===== src/verilog/level1b_pkg.sv =====
`default_nettype none

package level1b_pkg;

  // ------------------------------------------------------------
  // Address map and sizing constants
  // ------------------------------------------------------------

  // Host register that selects the paged ROM, shadowed on every write
  localparam logic [15:0] bbc_paged_rom_sel  = 16'hFE30;
  // Slot assumed to hold BASIC, remapped together with the MOS
  localparam logic [3:0]  basic_rom_number   = 4'hF;
  // Only the low four ROM select bits are kept
  localparam int          pagereg_sz         = 4;
  // Holdoff depth after a host IO access, needed for clocks above 16MHz
  localparam int          io_access_delay_sz = 5;
  // Remapped ROM and RAM all land in FE0000-FFFFFF
  localparam logic [7:0]  remap_bank         = 8'hFE;
  // High host address byte used for a dummy read
  localparam logic [7:0]  dummy_adr_hi       = 8'h80;
  // Bits 7 and 3 of the map control register do not exist
  localparam logic [7:0]  map_ctrl_mask      = 8'h77;

  // ------------------------------------------------------------
  // Bus types
  // ------------------------------------------------------------

  // One CPU bus cycle with the latched bank byte
  typedef struct packed {
    logic [15:0] adr;
    logic [7:0]  bank;
    logic        vpa;
    logic        vda;
    logic        rnw;
  } cpu_cycle_t;

  // Bank byte seen in the address phase
  typedef struct packed {
    logic       himem;
    logic       ram_sel;
    logic [2:0] unused;
    logic [2:0] ram_adr;
  } bank_view_t;

  // Same byte written into the map control register
  typedef struct packed {
    logic       unused_7;
    logic       shadow_en;
    logic       rom_remap_en;
    logic       ram_remap_en;
    logic       unused_3;
    logic       hsclk_en;
    logic [1:0] cpuclk_div;
  } map_view_t;

  typedef union packed {
    bank_view_t bank;
    map_view_t  map;
  } bus_byte_u;

  // Per-cycle decode shared by the result-side blocks
  typedef struct packed {
    bus_byte_u eff_bank;
    logic      valid;
    logic      sync;
    logic      himem;
    logic      hisync;
    logic      io_access;
    logic      map_sel;
    logic      pagereg_sel;
    logic      write;
  } decode_t;

endpackage

`default_nettype wire


===== src/verilog/bank_decode.sv =====
`timescale 1ns/100ps
`default_nettype none

module bank_decode (
  input  wire                                cpu_phi2_w,
  input  wire                                resetb,
  input  wire level1b_pkg::cpu_cycle_t       cyc,
  input  wire level1b_pkg::bus_byte_u        map,
  input  wire [level1b_pkg::pagereg_sz-1:0]  pagereg,
  output level1b_pkg::decode_t               dec
);

  logic                   valid;
  logic                   sync;
  logic                   rom_remap;
  logic                   ram_remap;
  logic                   vram_wr;
  logic                   mos_sync;
  level1b_pkg::bus_byte_u eff_bank;

  // VPA and VDA both low is an idle cycle, both high an opcode fetch
  assign valid = cyc.vpa | cyc.vda;
  assign sync  = cyc.vpa & cyc.vda;

  // ------------------------------------------------------------
  // Remapping
  // ------------------------------------------------------------

  always_comb begin
    rom_remap = 1'b0;
    if (map.map.rom_remap_en && !cyc.bank[7] && valid && cyc.adr[15]) begin
      if (cyc.adr[14]) begin
        // MOS at C000-FBFF only, the IO pages and vectors stay on the host
        rom_remap = !(&cyc.adr[13:10]);
      end else begin
        // Sideways area follows only when the BASIC slot is paged in
        rom_remap = (pagereg == level1b_pkg::basic_rom_number);
      end
    end
  end

  always_comb begin
    ram_remap = 1'b0;
    if (map.map.ram_remap_en && !cyc.bank[7] && !cyc.adr[15]) begin
      if (map.map.shadow_en) begin
        // 0-1FFF always moves, 2000-7FFF stays put for the MOS VDU code
        ram_remap = !(cyc.adr[14] | cyc.adr[13]) | !mos_sync;
      end else begin
        ram_remap = 1'b1;
      end
    end
  end

  // Bit 0 still comes from the CPU so both FE and FF can be reached
  assign eff_bank = (rom_remap || ram_remap) ?
                    {level1b_pkg::remap_bank[7:1], cyc.bank[0]} : cyc.bank;

  // Screen writes must reach host memory at host speed unless shadowed
  assign vram_wr = !cyc.rnw & !cyc.adr[15] & eff_bank.bank.himem & !map.map.shadow_en;

  // Set after an opcode fetch from C000-DFFF in bank 00 or FE, the MOS VDU area
  always_ff @(posedge cpu_phi2_w or negedge resetb) begin
    if (!resetb) begin
      mos_sync <= 1'b0;
    end else if (sync) begin
      mos_sync <= !eff_bank[0] && (cyc.adr[15:13] == 3'b110);
    end
  end

  always_comb begin
    dec.eff_bank    = eff_bank;
    dec.valid       = valid;
    dec.sync        = sync;
    dec.himem       = valid & eff_bank.bank.himem & !vram_wr;
    dec.hisync      = sync & eff_bank.bank.himem;
    // Host IO pages FC00-FFFF
    dec.io_access   = !cyc.bank[7] & (&cyc.adr[15:10]) & cyc.vda;
    dec.map_sel     = (cyc.bank[7:6] == 2'b10) && (cyc.adr[1:0] == 2'b11);
    dec.pagereg_sel = !cyc.bank[7] && (cyc.adr == level1b_pkg::bbc_paged_rom_sel);
    dec.write       = !cyc.rnw;
  end

  // The two register windows live in disjoint banks
  sel_exclusive: assert property (@(posedge cpu_phi2_w) disable iff (!resetb)
    !(dec.map_sel && dec.pagereg_sel))
    else $error("map and page register selected in the same cycle");

endmodule

`default_nettype wire


===== src/verilog/map_registers.sv =====
`timescale 1ns/100ps
`default_nettype none

module map_registers (
  input  wire                                   cpu_phi2_w,
  input  wire                                   resetb,
  input  wire level1b_pkg::decode_t             dec,
  input  wire level1b_pkg::bus_byte_u           cpu_din,
  output level1b_pkg::bus_byte_u                map,
  output logic [level1b_pkg::pagereg_sz-1:0]    pagereg,
  output logic [7:0]                            rd_data,
  output logic                                  rd_en
);

  logic map_wr;
  logic pagereg_wr;

  // ------------------------------------------------------------
  // Register access strobes
  // ------------------------------------------------------------

  assign map_wr     = dec.valid & dec.write & dec.map_sel;
  assign pagereg_wr = dec.valid & dec.write & dec.pagereg_sel;

  // Only the map register reads back, the page register is write-only on the host
  assign rd_en   = dec.valid & !dec.write & dec.map_sel;
  // Divider bits are just stored and returned here
  assign rd_data = map;

  // ------------------------------------------------------------
  // Registers
  // ------------------------------------------------------------

  // New settings apply from the cycle after the write
  always_ff @(posedge cpu_phi2_w or negedge resetb) begin
    if (!resetb) begin
      map <= '0;
    end else if (map_wr) begin
      map <= cpu_din & level1b_pkg::map_ctrl_mask;
    end
  end

  // Copy of the host ROM select latch, the host still sees the write itself
  always_ff @(posedge cpu_phi2_w or negedge resetb) begin
    if (!resetb) begin
      pagereg <= '0;
    end else if (pagereg_wr) begin
      pagereg <= cpu_din[level1b_pkg::pagereg_sz-1:0];
    end
  end

  // Missing bits must read as zero
  map_unused_zero: assert property (@(posedge cpu_phi2_w) disable iff (!resetb)
    (map & ~level1b_pkg::map_ctrl_mask) == 8'h00)
    else $error("unimplemented map control bit set");

endmodule

`default_nettype wire


===== src/verilog/clock_select.sv =====
`timescale 1ns/100ps
`default_nettype none

module clock_select (
  input  wire                        cpu_phi2_w,
  input  wire                        resetb,
  input  wire level1b_pkg::decode_t  dec,
  input  wire                        hsclk_en,
  output logic                       hs_sel
);

  logic [level1b_pkg::io_access_delay_sz-1:0] io_pipe;
  logic                                       hs_sel_d;

  // ------------------------------------------------------------
  // IO holdoff
  // ------------------------------------------------------------

  // Keeps timed host IO sequences at host speed for a few cycles
  always_ff @(posedge cpu_phi2_w or negedge resetb) begin
    if (!resetb) begin
      io_pipe <= '0;
    end else begin
      io_pipe <= (io_pipe >> 1) | {level1b_pkg::io_access_delay_sz{dec.io_access}};
    end
  end

  // ------------------------------------------------------------
  // Fast clock request
  // ------------------------------------------------------------

  // Switch up only on an opcode fetch from high memory
  // Data accesses and idle cycles can only keep the fast clock
  always_comb begin
    hs_sel_d = hsclk_en & ((dec.hisync & !io_pipe[0]) |
                           (dec.himem & hs_sel) |
                           (!dec.valid & hs_sel));
  end

  always_ff @(posedge cpu_phi2_w or negedge resetb) begin
    if (!resetb) begin
      hs_sel <= 1'b0;
    end else begin
      hs_sel <= hs_sel_d;
    end
  end

  // After a host IO access the fast clock stays off through the holdoff
  io_holdoff: assert property (@(posedge cpu_phi2_w) disable iff (!resetb)
    dec.io_access |=> !hs_sel [*5])
    else $error("fast clock selected inside IO holdoff");

endmodule

`default_nettype wire


===== src/verilog/bus_steer.sv =====
`timescale 1ns/100ps
`default_nettype none

module bus_steer (
  input  wire level1b_pkg::decode_t     dec,
  input  wire                           hs_sel,
  input  wire level1b_pkg::cpu_cycle_t  cyc,
  input  wire [7:0]                     rd_data,
  input  wire                           rd_en,
  input  wire [7:0]                     bbc_din,
  output logic                          ram_ceb,
  output logic                          ram_web,
  output logic [2:0]                    ram_adr,
  output logic [7:0]                    bbc_adr,
  output logic                          bbc_rnw,
  output logic [7:0]                    cpu_dout,
  output logic                          cpu_doe
);

  logic dummy_access;
  logic host_rd;

  // ------------------------------------------------------------
  // On-board RAM
  // ------------------------------------------------------------

  // Banks with bit 6 set are RAM, bits 2 to 0 select one of eight 64K banks
  assign ram_ceb = !(dec.valid & dec.eff_bank.bank.ram_sel);
  assign ram_web = !(dec.valid & dec.eff_bank.bank.ram_sel & dec.write);
  assign ram_adr = dec.eff_bank.bank.ram_adr;

  // ------------------------------------------------------------
  // Host bus
  // ------------------------------------------------------------

  // The host sees a harmless read of ROM space while the CPU works elsewhere
  // or while it runs off the fast clock
  assign dummy_access = dec.himem | hs_sel;
  assign bbc_adr      = dummy_access ? level1b_pkg::dummy_adr_hi : cyc.adr[15:8];
  assign bbc_rnw      = cyc.rnw | dummy_access;

  // Real host read, the bank left in low memory after remapping
  assign host_rd = dec.valid & !dec.write & !dec.eff_bank.bank.himem;

  // Register reads win over the host data
  assign cpu_dout = rd_en ? rd_data : bbc_din;
  assign cpu_doe  = rd_en | host_rd;

  // Write enable is only ever given to a selected RAM
  web_needs_ceb: assert final (ram_web || !ram_ceb)
    else $error("RAM write strobe without chip enable");

endmodule

`default_nettype wire


===== src/verilog/level1b_top.sv =====
`timescale 1ns/100ps
`default_nettype none

module level1b_top (
  input  wire                           cpu_phi2_w,
  input  wire                           resetb,
  input  wire level1b_pkg::cpu_cycle_t  cyc,
  input  wire [7:0]                     cpu_din,
  input  wire [7:0]                     bbc_din,
  output logic                          ram_ceb,
  output logic                          ram_web,
  output logic [2:0]                    ram_adr,
  output logic [7:0]                    bbc_adr,
  output logic                          bbc_rnw,
  output logic [7:0]                    cpu_dout,
  output logic                          cpu_doe,
  output logic                          hs_sel
);

  level1b_pkg::decode_t                 dec;
  level1b_pkg::bus_byte_u               map;
  logic [level1b_pkg::pagereg_sz-1:0]   pagereg;
  logic [7:0]                           rd_data;
  logic                                 rd_en;

  // ------------------------------------------------------------
  // Decode
  // ------------------------------------------------------------

  bank_decode u_bank_decode (
    .cpu_phi2_w (cpu_phi2_w),
    .resetb     (resetb),
    .cyc        (cyc),
    .map        (map),
    .pagereg    (pagereg),
    .dec        (dec)
  );

  // Map control and paged-ROM copy
  map_registers u_map_registers (
    .cpu_phi2_w (cpu_phi2_w),
    .resetb     (resetb),
    .dec        (dec),
    .cpu_din    (cpu_din),
    .map        (map),
    .pagereg    (pagereg),
    .rd_data    (rd_data),
    .rd_en      (rd_en)
  );

  // ------------------------------------------------------------
  // Result side
  // ------------------------------------------------------------

  clock_select u_clock_select (
    .cpu_phi2_w (cpu_phi2_w),
    .resetb     (resetb),
    .dec        (dec),
    .hsclk_en   (map.map.hsclk_en),
    .hs_sel     (hs_sel)
  );

  bus_steer u_bus_steer (
    .dec      (dec),
    .hs_sel   (hs_sel),
    .cyc      (cyc),
    .rd_data  (rd_data),
    .rd_en    (rd_en),
    .bbc_din  (bbc_din),
    .ram_ceb  (ram_ceb),
    .ram_web  (ram_web),
    .ram_adr  (ram_adr),
    .bbc_adr  (bbc_adr),
    .bbc_rnw  (bbc_rnw),
    .cpu_dout (cpu_dout),
    .cpu_doe  (cpu_doe)
  );

endmodule

`default_nettype wire


===== config.mk =====
export PLATFORM = sky130hd
export DESIGN_NAME = level1b_top
export DESIGN_NICKNAME = d
export VERILOG_FILES = /design/src/verilog/level1b_pkg.sv /design/src/verilog/bank_decode.sv /design/src/verilog/map_registers.sv /design/src/verilog/clock_select.sv /design/src/verilog/bus_steer.sv /design/src/verilog/level1b_top.sv
export SDC_FILE = /design/constraint.sdc
export NUM_CORES = 1
export LEC_CHECK = 0
export ABC_AREA = 1
export BUFFER_PORTS_ARGS = -buffer_cell sky130_fd_sc_hd__buf_2
export CAP_MARGIN = 20
export CORE_AREA = 3 3 54 56
export DETAILED_ROUTE_END_ITERATION = 6
export DIE_AREA = 0 0 57 59
export PLACE_DENSITY = 0.79
export SLEW_MARGIN = 30
export SYNTH_ARGS = -nofsm -noshare
export SYNTH_HDL_FRONTEND = slang
export SYNTH_SLANG_ARGS = --single-unit

===== constraint.sdc =====
create_clock -name cpu_phi2_w -period 1.3 [get_ports cpu_phi2_w]
set_input_delay 0.13 -clock cpu_phi2_w [delete_from_list [all_inputs] [get_ports cpu_phi2_w]]
set_output_delay 0.13 -clock cpu_phi2_w [all_outputs]
set_load 0.01 [all_outputs]

-- Word level (Yosys, flattened, before mapping)
Index checks and enable logic that the tools add are counted.
- bits of input ports: 45
- register bits after elaboration: 17
- output and inout bits: 24
- reductions and logical operators: 25
- bitwise gates (word level): 30
- equality and inequality tests: 5
- mux-type cells: 7
- operators by type and width (cell ; count):
    two-way mux 8 bit ; 3
    AND 1 bit ; 21
    equality test 16 bit, second input constant ; 1
    logical NOT 1 bit ; 14
    logical AND 1 bit ; 8
    bitwise OR 1 bit ; 8
    AND reduction 6 bit ; 1
    bitwise OR 4 x 5 -> 5 bit ; 1
    equality test 2 bit, second input constant ; 2
    equality test 4 bit, second input constant ; 1
    two-way mux 1 bit ; 4
    AND reduction 4 bit ; 1
    equality test 3 bit, second input constant ; 1
    logical OR 1 bit ; 1

-- Depth between registers and ports, before layout
Gate-level depths: netlist of run 1.
- depth after elaboration: 15
- depth in mapped cells: 9
- depth with buffers taken out: 9

-- Modules after synthesis
Synthesis of run 1 repeated with hierarchy kept, for this count alone.
- cells, all modules: 186
- area total of the unflattened synthesis: 1262.5 µm²
- by module, submodules not included (module ; area an instance (µm²) ; seq. area each (µm²) ; cells an instance ; instances):
    map_registers ; 515.5 ; 250.2 ; 58 ; 1
    bank_decode ; 302.8 ; 25.0 ; 56 ; 1
    bus_steer ; 237.7 ; 0.0 ; 55 ; 1
    clock_select ; 206.4 ; 150.1 ; 17 ; 1

-- Worst setup path after synthesis of run 1
OpenSTA, ideal clock, no wires.
- kind: flip-flop to output port
- start point: register u_map_registers.map[5] in the netlist's numbering
- end point: output port bbc_adr[0]
- slack: 27 ps
- stages on the path, launching flop included: 8
- buffers on the path: 0
- data required time: 1170 ps
- data arrival time: 1143 ps
- cells stage by stage: dfrtp_1 nand3_1 nor2_1 nand3_1 nand3_1 a21oi_2 inv_1 nor2_1
- longest elaborated chain between the ends: 12
- elaborated cells between the ends (all ways): 13
- classes of those cells: 3 x mux; 5 x bitwise; 5 x reduce/logical
- ends and longest elaborated chain (what ; RTL line ; source):
    start: declaration ; map_registers.sv:9 ; output level1b_pkg::bus_byte_u map,
    start signal: assignment ; map_registers.sv:39 ; map <= cpu_din & level1b_pkg::map_ctrl_mask;
    logical AND 1 bit * (3 in a row) ; bank_decode.sv:31 ; if (map.map.rom_remap_en && !cyc.bank[7] && valid && cyc.adr[15]) begin
    two-way mux 1 bit * ; bank_decode.sv:31 ;
    logical OR 1 bit * ; bank_decode.sv:55 ; assign eff_bank = (rom_remap || ram_remap) ?
    two-way mux 8 bit * ; bank_decode.sv:55 ;
    AND 1 bit (2 in a row) ; bank_decode.sv:59 ; assign vram_wr = !cyc.rnw & !cyc.adr[15] & eff_bank.bank.himem & !map.map.shadow_en;
    logical NOT 1 bit ; bank_decode.sv:74 ; dec.himem = valid & eff_bank.bank.himem & !vram_wr;
    AND 1 bit * ; bank_decode.sv:74 ;
    bitwise OR 1 bit * ; bus_steer.sv:38 ; assign dummy_access = dec.himem | hs_sel;
    two-way mux 8 bit * ; bus_steer.sv:39 ; assign bbc_adr = dummy_access ? level1b_pkg::dummy_adr_hi : cyc.adr[15:8];
    end: declaration ; level1b_top.sv:13 ; output logic [7:0] bbc_adr,
Mark *: on every way between the ends. The rest lies on a longest branch, timed or not.

-- Final worst setup path of run 1
- start point: register u_map_registers.pagereg[1] in the netlist's numbering
- end point: output port bbc_adr[0]
- longest elaborated chain between the ends: 11
- elaborated cells between the ends (all ways): 12
- classes of those cells: 1 x eq/ne; 4 x mux; 5 x bitwise; 2 x reduce/logical
- ends and longest elaborated chain (what ; RTL line ; source):
    start: declaration ; map_registers.sv:10 ; output logic [level1b_pkg::pagereg_sz-1:0] pagereg,
    start signal: assignment ; map_registers.sv:48 ; pagereg <= cpu_din[level1b_pkg::pagereg_sz-1:0];
    equality test 4 bit * ; bank_decode.sv:37 ; rom_remap = (pagereg == level1b_pkg::basic_rom_number);
    two-way mux 1 bit * ; bank_decode.sv:32 ; if (cyc.adr[14]) begin
    two-way mux 1 bit * ; bank_decode.sv:31 ;
    logical OR 1 bit * ; bank_decode.sv:55 ;
    two-way mux 8 bit * ; bank_decode.sv:55 ;
    AND 1 bit (2 in a row) ; bank_decode.sv:59 ;
    logical NOT 1 bit ; bank_decode.sv:74 ;
    AND 1 bit * ; bank_decode.sv:74 ;
    bitwise OR 1 bit * ; bus_steer.sv:38 ;
    two-way mux 8 bit * ; bus_steer.sv:39 ;
Marked as above.

==> reports/metrics.yaml, run 1 <==
outcome:
  run_status: "complete, but fails checks"
  violations: "negative setup slack"
floorplanning:
  ios: 69
  coreArea_mm2: 0.00248
  fp.dieW_um: 57
  start_util_pct: 41.1
  die_area_mm2: 0.00336
  die_y_um: 59
  rows: 18
grt:
  grt_pass1_vias: 1013
  grt_overflow_total: 0
  antenna_found_initial: 0
  grt.total_usage_pct: 16.1
  grt_pass1_wl_mm: 4.25
  grt_max_degree: 18
finish:
  mostFrequentLayoutCells: "63 x buf_2, 37 x nand2_1, 20 x inv_1, 17 x dfrtp_1, 15 x nor2_1"
  final_area_mm2: 0.00153
  fillers: 254
  instances_no_fill: 251
  utilization_pct: 61.6
  nets: 267
  layout_commonest_cell: "buf_2"
  num_antenna_cells: 0
  area_growth_pct: 49.9
  final_layout_size_suffix_gt1_share_pct: 48.4
routing:
  routedWlPerCell_um: 10.3
  routed_wl_mm: 2.58
  first_pass_iters: 4
  drc: 0
  ant_nets: 0
  vias: 1134
  avgViaCountPerCell: 4.52
  drtIter0Drc: 33
yosys:
  yosysSeqAreaShare_pct: 41.8
  synth_area_mm2: 0.00102
  yosys_warnings: 0
  avgSynthCellArea_um2: 7.12
  syn_nets: 188
  syn_inst: 143
  ys_ff_latch: 17
  synth_cell_types: 23
timing:
  fin_ws_ps: -357
  maxSlewViolCount: 0
  finalCriticalPeriod_ps: 1660
  period_share_pct: 127
  fmax_mhz: 603
  finalSetupViolCount: 15
  rsz0062_at_grt: "yes"
  hold_viol: 0
  slew_headroom_pct: 75.0
  fin_skew_ps: 4.02
  worst_pin_slew_ps: 376
  holdWs_ps: 16.7
cts:
  root_buffer: "clkbuf_4"
  cts_tree: "done"
  clk_path_buf_depth: 2
  clock_sinks: 17
  numCtsBuffers: 3
  clk_pin_slew_ps: 100
  clk-insertion-delay-late_ps: 300
  cts_htree_levels: 1
pwr:
  p_clk_share_pct: 22.5
  switching_power_mw: 0.400
  powerDensity_mw_per_mm2: 850
  power_frac_comb_pct: 30.9
  seqPwrFrac_pct: 46.6
  ir_drop_mv: 0.632
  switching_share_pct: 30.9
  power_leakage_nw: 0.925
  intPower_mw: 0.897
  power.total_mw: 1.30
place:
  placedCellCount: 244
  port_buffers: 64
  dpl.hpwl_mm: 2.14
  placed_area_mm2: 0.00143
  place.gp.congestion: 0.783
critical_path:
  crit_required_ps: 1170
  critPathMaxFanout: 7
  cp-start-kind: "flop"
  crit_type: "reg -> out"
  endpoint_kind: "output pin"
  cp.arrival_ps: 1530
job:
  cap_violations: 0
worst_hold_path:
  hold_path.class: "in -> reg"
==> synthesized netlist by cell type <==
library cell  instances  area share [%]
a21oi_1               1            0.49
nand3_1              11             5.4
mux2_4                2             2.9
or2_1                 1            0.61
nand2_2               1            0.61
nand4_1               1            0.61
nor2_1               18             6.6
buf_4                 3             2.2
nor2_2                1            0.61
inv_2                 3             1.1
buf_6                 1             1.1
nor4_1                1            0.61
o31ai_1               1            0.74
dfrtp_1              17              42
a31oi_1               1            0.61
a21oi_2               1            0.86
o21ai_0              10             4.9
o21ai_1               1            0.49
nand2_1              38              14
or2_2                 7             4.3
nor2_4                1             1.1
nor3_1                1            0.49
inv_1                21             7.7
==> per-stage QoR <==
| step | setup WS [ps] | TNS [ps] |
|---|---|---|
| final | -357 | -4370 |
| after global routing | -467 | -6030 |
| after detailed placement | -122 | -913 |
| after CTS | -407 | -5120 |
| after global placement | -84.7 | -664 |
| after floorplan | 27.3 | 0 |
==> area by class of cell <==
cell class | instances | area [um2] | area share (%)
Clock buffer | 3 | 22.5 | 1.48
Clock inverter | 1 | 7.51 | 0.492
Inverter | 24 | 90.1 | 5.90
Multi-Input combinational cell | 98 | 505 | 33.1
Sequential cell | 17 | 425 | 27.9
Tap cell | 30 | 37.5 | 2.46
Timing Repair Buffer | 78 | 438 | 28.7
==> routing by layer <==
layer	wire, um	up-vias	track usage, %
met5	0	-	0
met4	34	0	6.62
met3	208	4	3.92
met2	1270	40	27.6
met1	1070	497	19.4
li1	-	593	-
==> sequential cells by signal, indices dropped and copies added, names as in the netlist <==
| name | flops |
|---|---|
| u_map_registers.map | 6 |
| u_map_registers.pagereg | 4 |
| u_clock_select.io_pipe | 5 |
| u_bank_decode.mos_sync | 1 |
| u_clock_select.hs_sel | 1 |
==> worst max-delay path, cell delays in order (launching register included) <==
cell and delay [ps]:
dfrtp_1 400, nand2_1 90, o21ai_2 70, nand3_2 100, nand3_2 80, a21oi_2 170
inv_2 100, nor2_1 100, buf_2 130
==> kinds of logic (layout without fill, tap and decap cells) <==
logic type / count (synthesis) / count (layout) / share of synthesized area (%)
AOI/OAI and AO/OA: 15 / 15 / 8.11
buffers and inverters: 28 / 106 / 12.2
DFF: 17 / 17 / 41.8
muxes: 2 / 2 / 2.95
and+or+nand+nor: 81 / 81 / 35.0
==> power groups by stage <==
stage / Sequential, mW / Combinational (mW) / Clock (mW)
after floorplan: 0.608 / 0.190 / 0
after global placement: 0.614 / 0.367 / 0
after detailed placement: 0.615 / 0.373 / 0
after CTS: 0.604 / 0.391 / 0.310
after global routing: 0.610 / 0.453 / 0.321
final: 0.604 / 0.401 / 0.292
==> repair_timing <==
item,4_1_cts,5_1_grt
gates resized for setup,7,10
hold buffers,1,0
pin swaps,2,6
cloned,0,0
setup endpoints to repair,14,15
endpoints found under the hold margin,17,0
setup buffers,2,0
==> final timing paths <==
kind	cells past startpoint	endpoint	startpoint	slack, ps
setup / recovery	8	bbc_adr[0]	u_map_registers.pagereg[1]$_DFFE_PN0P_	-360
hold / removal	2	u_bank_decode.mos_sync$_DFFE_PN0P_	cyc[3]	20
setup reg to reg	10	u_clock_select.hs_sel$_DFF_PN0_	u_map_registers.pagereg[1]$_DFFE_PN0P_	0
hold reg to reg	1	u_clock_select.io_pipe[1]$_DFF_PN0_	u_clock_select.io_pipe[2]$_DFF_PN0_	440
max in group asynchronous	2	u_map_registers.pagereg[2]$_DFFE_PN0P_	resetb	770
min in group asynchronous	2	u_map_registers.map[6]$_DFFE_PN0P_	resetb	260
Note: power is estimated with default switching activity, not from simulation.
==> run 2: changes to the inputs <==
ABC_AREA = unset   (was 1)
CORE_AREA = 3 3 55 57   (was 3 3 54 56)
DIE_AREA = 0 0 58 60   (was 0 0 57 59)
PLACE_DENSITY = 0.77   (was 0.79)
REMOVE_ABC_BUFFERS = 1   (was unset)
==> run 2 against run 1 <==
Compared with the run above:
- the flow still finishes with violations (negative setup slack)
- register-to-register slack lost 100 ps
- maximum frequency decreased by 15%
- global-route usage grew 3.4 points
- clock skew fell by 2.0 ps
- clock power shrank 8.2%
- power grew 15%
==> reports/metrics.yaml, run 2 <==
floorplanning:
  coreArea_mm2: 0.00252  # +1.8%
  ios: 69  # unchanged
  fp.dieW_um: 58  # +1.8%
  die_y_um: 60  # +1.7%
  die_area_mm2: 0.00348  # +3.5%
  rows: 18  # unchanged
  start_util_pct: 40.8  # -0.29 points
routing:
  routedWlPerCell_um: 15.1  # +47%
  first_pass_iters: 4  # unchanged
  avgViaCountPerCell: 5.05  # +12%
  routed_wl_mm: 3.43  # +33%
  vias: 1147  # +1.1%
  ant_nets: 0  # unchanged
  drc: 0  # unchanged
  drtIter0Drc: 24  # -27%
place:
  port_buffers: 64  # unchanged
  placedCellCount: 211  # -14%
  dp_slack_ps: -359  # -237 ps
  dpl.hpwl_mm: 2.51  # +17%
  placed_area_mm2: 0.00155  # +9.0%
  place.gp.congestion: 0.859  # +9.7%
critical_path:
  cp.arrival_ps: 1820  # +290 ps
  crit_type: "reg -> out"
  critPathMaxFanout: 5  # -2
  cp-start-kind: "flop"
  endpoint_kind: "output pin"
  crit_required_ps: 1170  # about the same
cts:
  cts_tree: "done"
  clk_path_buf_depth: 2  # unchanged
  cts_htree_levels: 1  # unchanged
  clock_sinks: 17  # unchanged
  clk_pin_slew_ps: 90  # about the same
  clk-insertion-delay-late_ps: 280  # -20 ps
  root_buffer: "clkbuf_4"
  numCtsBuffers: 3  # unchanged
finish:
  final_area_mm2: 0.00194  # +27%
  reg_top3: "u_map_registers.map x6, u_clock_select.io_pipe x5, u_map_registers.pagereg x4"
  seqCellArea_um2: 425  # unchanged
  max_flop_register: "u_map_registers.map"
  num_antenna_cells: 0  # unchanged
  multiInputGateArea_um2: 699  # +38%
  layout_commonest_cell: "buf_2"
  final_layout_size_suffix_gt1_share_pct: 72.6  # +24 points
  mostFrequentLayoutCells: "45 x buf_2, 31 x buf_4, 24 x buf_6, 17 x dfrtp_1, 16 x mux2_4"
  nets: 243  # -9.0%
  largest_reg_flops: 6  # unchanged
  area_growth_pct: 88.2
  instances_no_fill: 227  # -9.6%
  fillers: 164  # -35%
timing:
  finalCriticalPeriod_ps: 1950  # +297 ps
  maxSlewViolCount: 0  # unchanged
  rsz0062_at_grt: "yes"
  period_share_pct: 150  # +23 points
  fin_ws_ps: -654  # -297 ps
  fmax_mhz: 512  # -15%
  hold_viol: 0  # unchanged
  finalSetupViolCount: 25  # +10
  worst_pin_slew_ps: 368  # -7.88 ps
  fin_setup_tns_ps: -9200  # -4830 ps
  fin_skew_ps: 2.06  # -1.96 ps
  slew_headroom_pct: 75.5  # +0.53 points
  holdWs_ps: 41.3  # +24.5 ps
yosys:
  yosys_warnings: 0  # unchanged
  avgSynthCellArea_um2: 10.8  # +52%
  synthArstFlopShare_pct: 100  # unchanged
  yosysSeqAreaShare_pct: 41.3  # -0.46 points
  synth-edff-count: 0  # unchanged
  yosysMostFrequentCell: "dfrtp_1"
  synth_common_cells: "17 x dfrtp_1, 12 x mux2_2, 7 x nand2_1"
  syn_inst: 95  # -34%
  yosysTopAreaCell: "dfrtp_1"
  synthFlopType: "dfrtp_1"
  synth_cell_types: 32  # +39%
  synth_area_mm2: 0.00103  # +1.1%
  yosysTopAreaCellShare_pct: 41.3  # -0.46 points
  synthTopCellsByArea: "dfrtp_1 41%, mux2_2 13%, mux2_4 5.8%"
  ys_ff_latch: 17  # unchanged
pwr:
  ir_drop_mv: 0.800  # +27%
  powerDensity_mw_per_mm2: 770  # -9.4%
  power_leakage_nw: 1.02  # +9.9%
outcome:
  violations: "negative setup slack"
  run_status: "complete, but fails checks"
grt:
  antenna_found_initial: 0  # unchanged
  grt_overflow_total: 0  # unchanged
  grt_max_degree: 18  # unchanged
  grt_pass1_wl_mm: 5.19  # +22%
  grt_pass1_vias: 1193  # +18%
  grt.total_usage_pct: 19.5  # +3.4 points
job:
  cap_violations: 0  # unchanged
worst_hold_path:
  hold_path.class: "in -> reg"
==> run 2: cell types whose count changed in the layout (fill, tap and decap cells not counted), sizes merged, moves of 6 or more <==
cell / before / now
o21ai: 11 / 2
nand2: 39 / 7
mux2: 2 / 16
nor2: 20 / 5
inv: 24 / 3
buf: 77 / 100
and2: 0 / 7
nand2b: 0 / 6
nand3: 11 / 2
==> run 2: kinds of logic (layout without fill, tap and decap cells) <==
family	Yosys count	count (layout)	synth area share (%)
buffers and inverters	6	108	3.28
AO/OA/AOI/OAI	13	13	10.7
flip-flops	17	17	41.3
multiplexers	16	16	19.0
AND/OR/NAND/NOR	43	43	25.8
==> run 2: worst max-delay path: stages (launching register included) <==
cell,delay (ps)
dfrtp_1,410
o211ai_1,140
a31o_2,290
a221oi_4,310
buf_6,160
and2_4,140
buf_6,90
==> run 2: routing by layer <==
layer | track usage, % | wire (um)
met3 | 1.94 | 215
met2 | 37.1 | 1800
met4 | 9.27 | 73
met1 | 21.4 | 1330
met5 | 0 | 0
==> run 2: what timing repair did <==
action	in CTS	in global routing
setup buffers	10	4
hold endpoints to repair	17	0
hold buffers	1	0
pin swaps	17	5
gates resized for setup	38	19
endpoints found under the setup margin	27	32
==> run 2: per-stage QoR <==
step	total power, mW	util [%]
after CTS	1.43	72.7
final	1.49	76.8
after global routing	1.58	76.8
after global placement	1.03	61.6
after detailed placement	1.05	61.6
after floorplan	0.802	-
==> run 2: where the power goes <==
part / internal (mW) / switching (mW)
logic: 0.370 / 0.235
registers: 0.577 / 0.0413
clock network: 0.119 / 0.149
==> run 2: final timing paths <==
kind | from | slack (ps) | to | cells after the start
worst max-delay path | u_map_registers.map[6]$_DFFE_PN0P_ | -650 | bbc_adr[2] | 6
max in group asynchronous | resetb | 760 | u_clock_select.io_pipe[2]$_DFF_PN0_ | 2
worst min-delay path | cyc[3] | 40 | u_bank_decode.mos_sync$_DFFE_PN0P_ | 2
worst max register to register | u_map_registers.pagereg[3]$_DFFE_PN0P_ | -100 | u_clock_select.hs_sel$_DFF_PN0_ | 6
worst min register to register | u_clock_select.io_pipe[1]$_DFF_PN0_ | 440 | u_clock_select.io_pipe[0]$_DFF_PN0_ | 1
min in group asynchronous | resetb | 270 | u_map_registers.map[2]$_DFFE_PN0P_ | 2
==> run 2: final cells by class <==
| type | count | area share [%] |
|---|---|---|
| clock buffers | 4 | 1.36 |
| inverters | 3 | 0.581 |
| multi-input cells | 72 | 36.1 |
| flip-flops and latches | 17 | 21.9 |
| well taps | 30 | 1.94 |
| repair buffers | 101 | 38.1 |
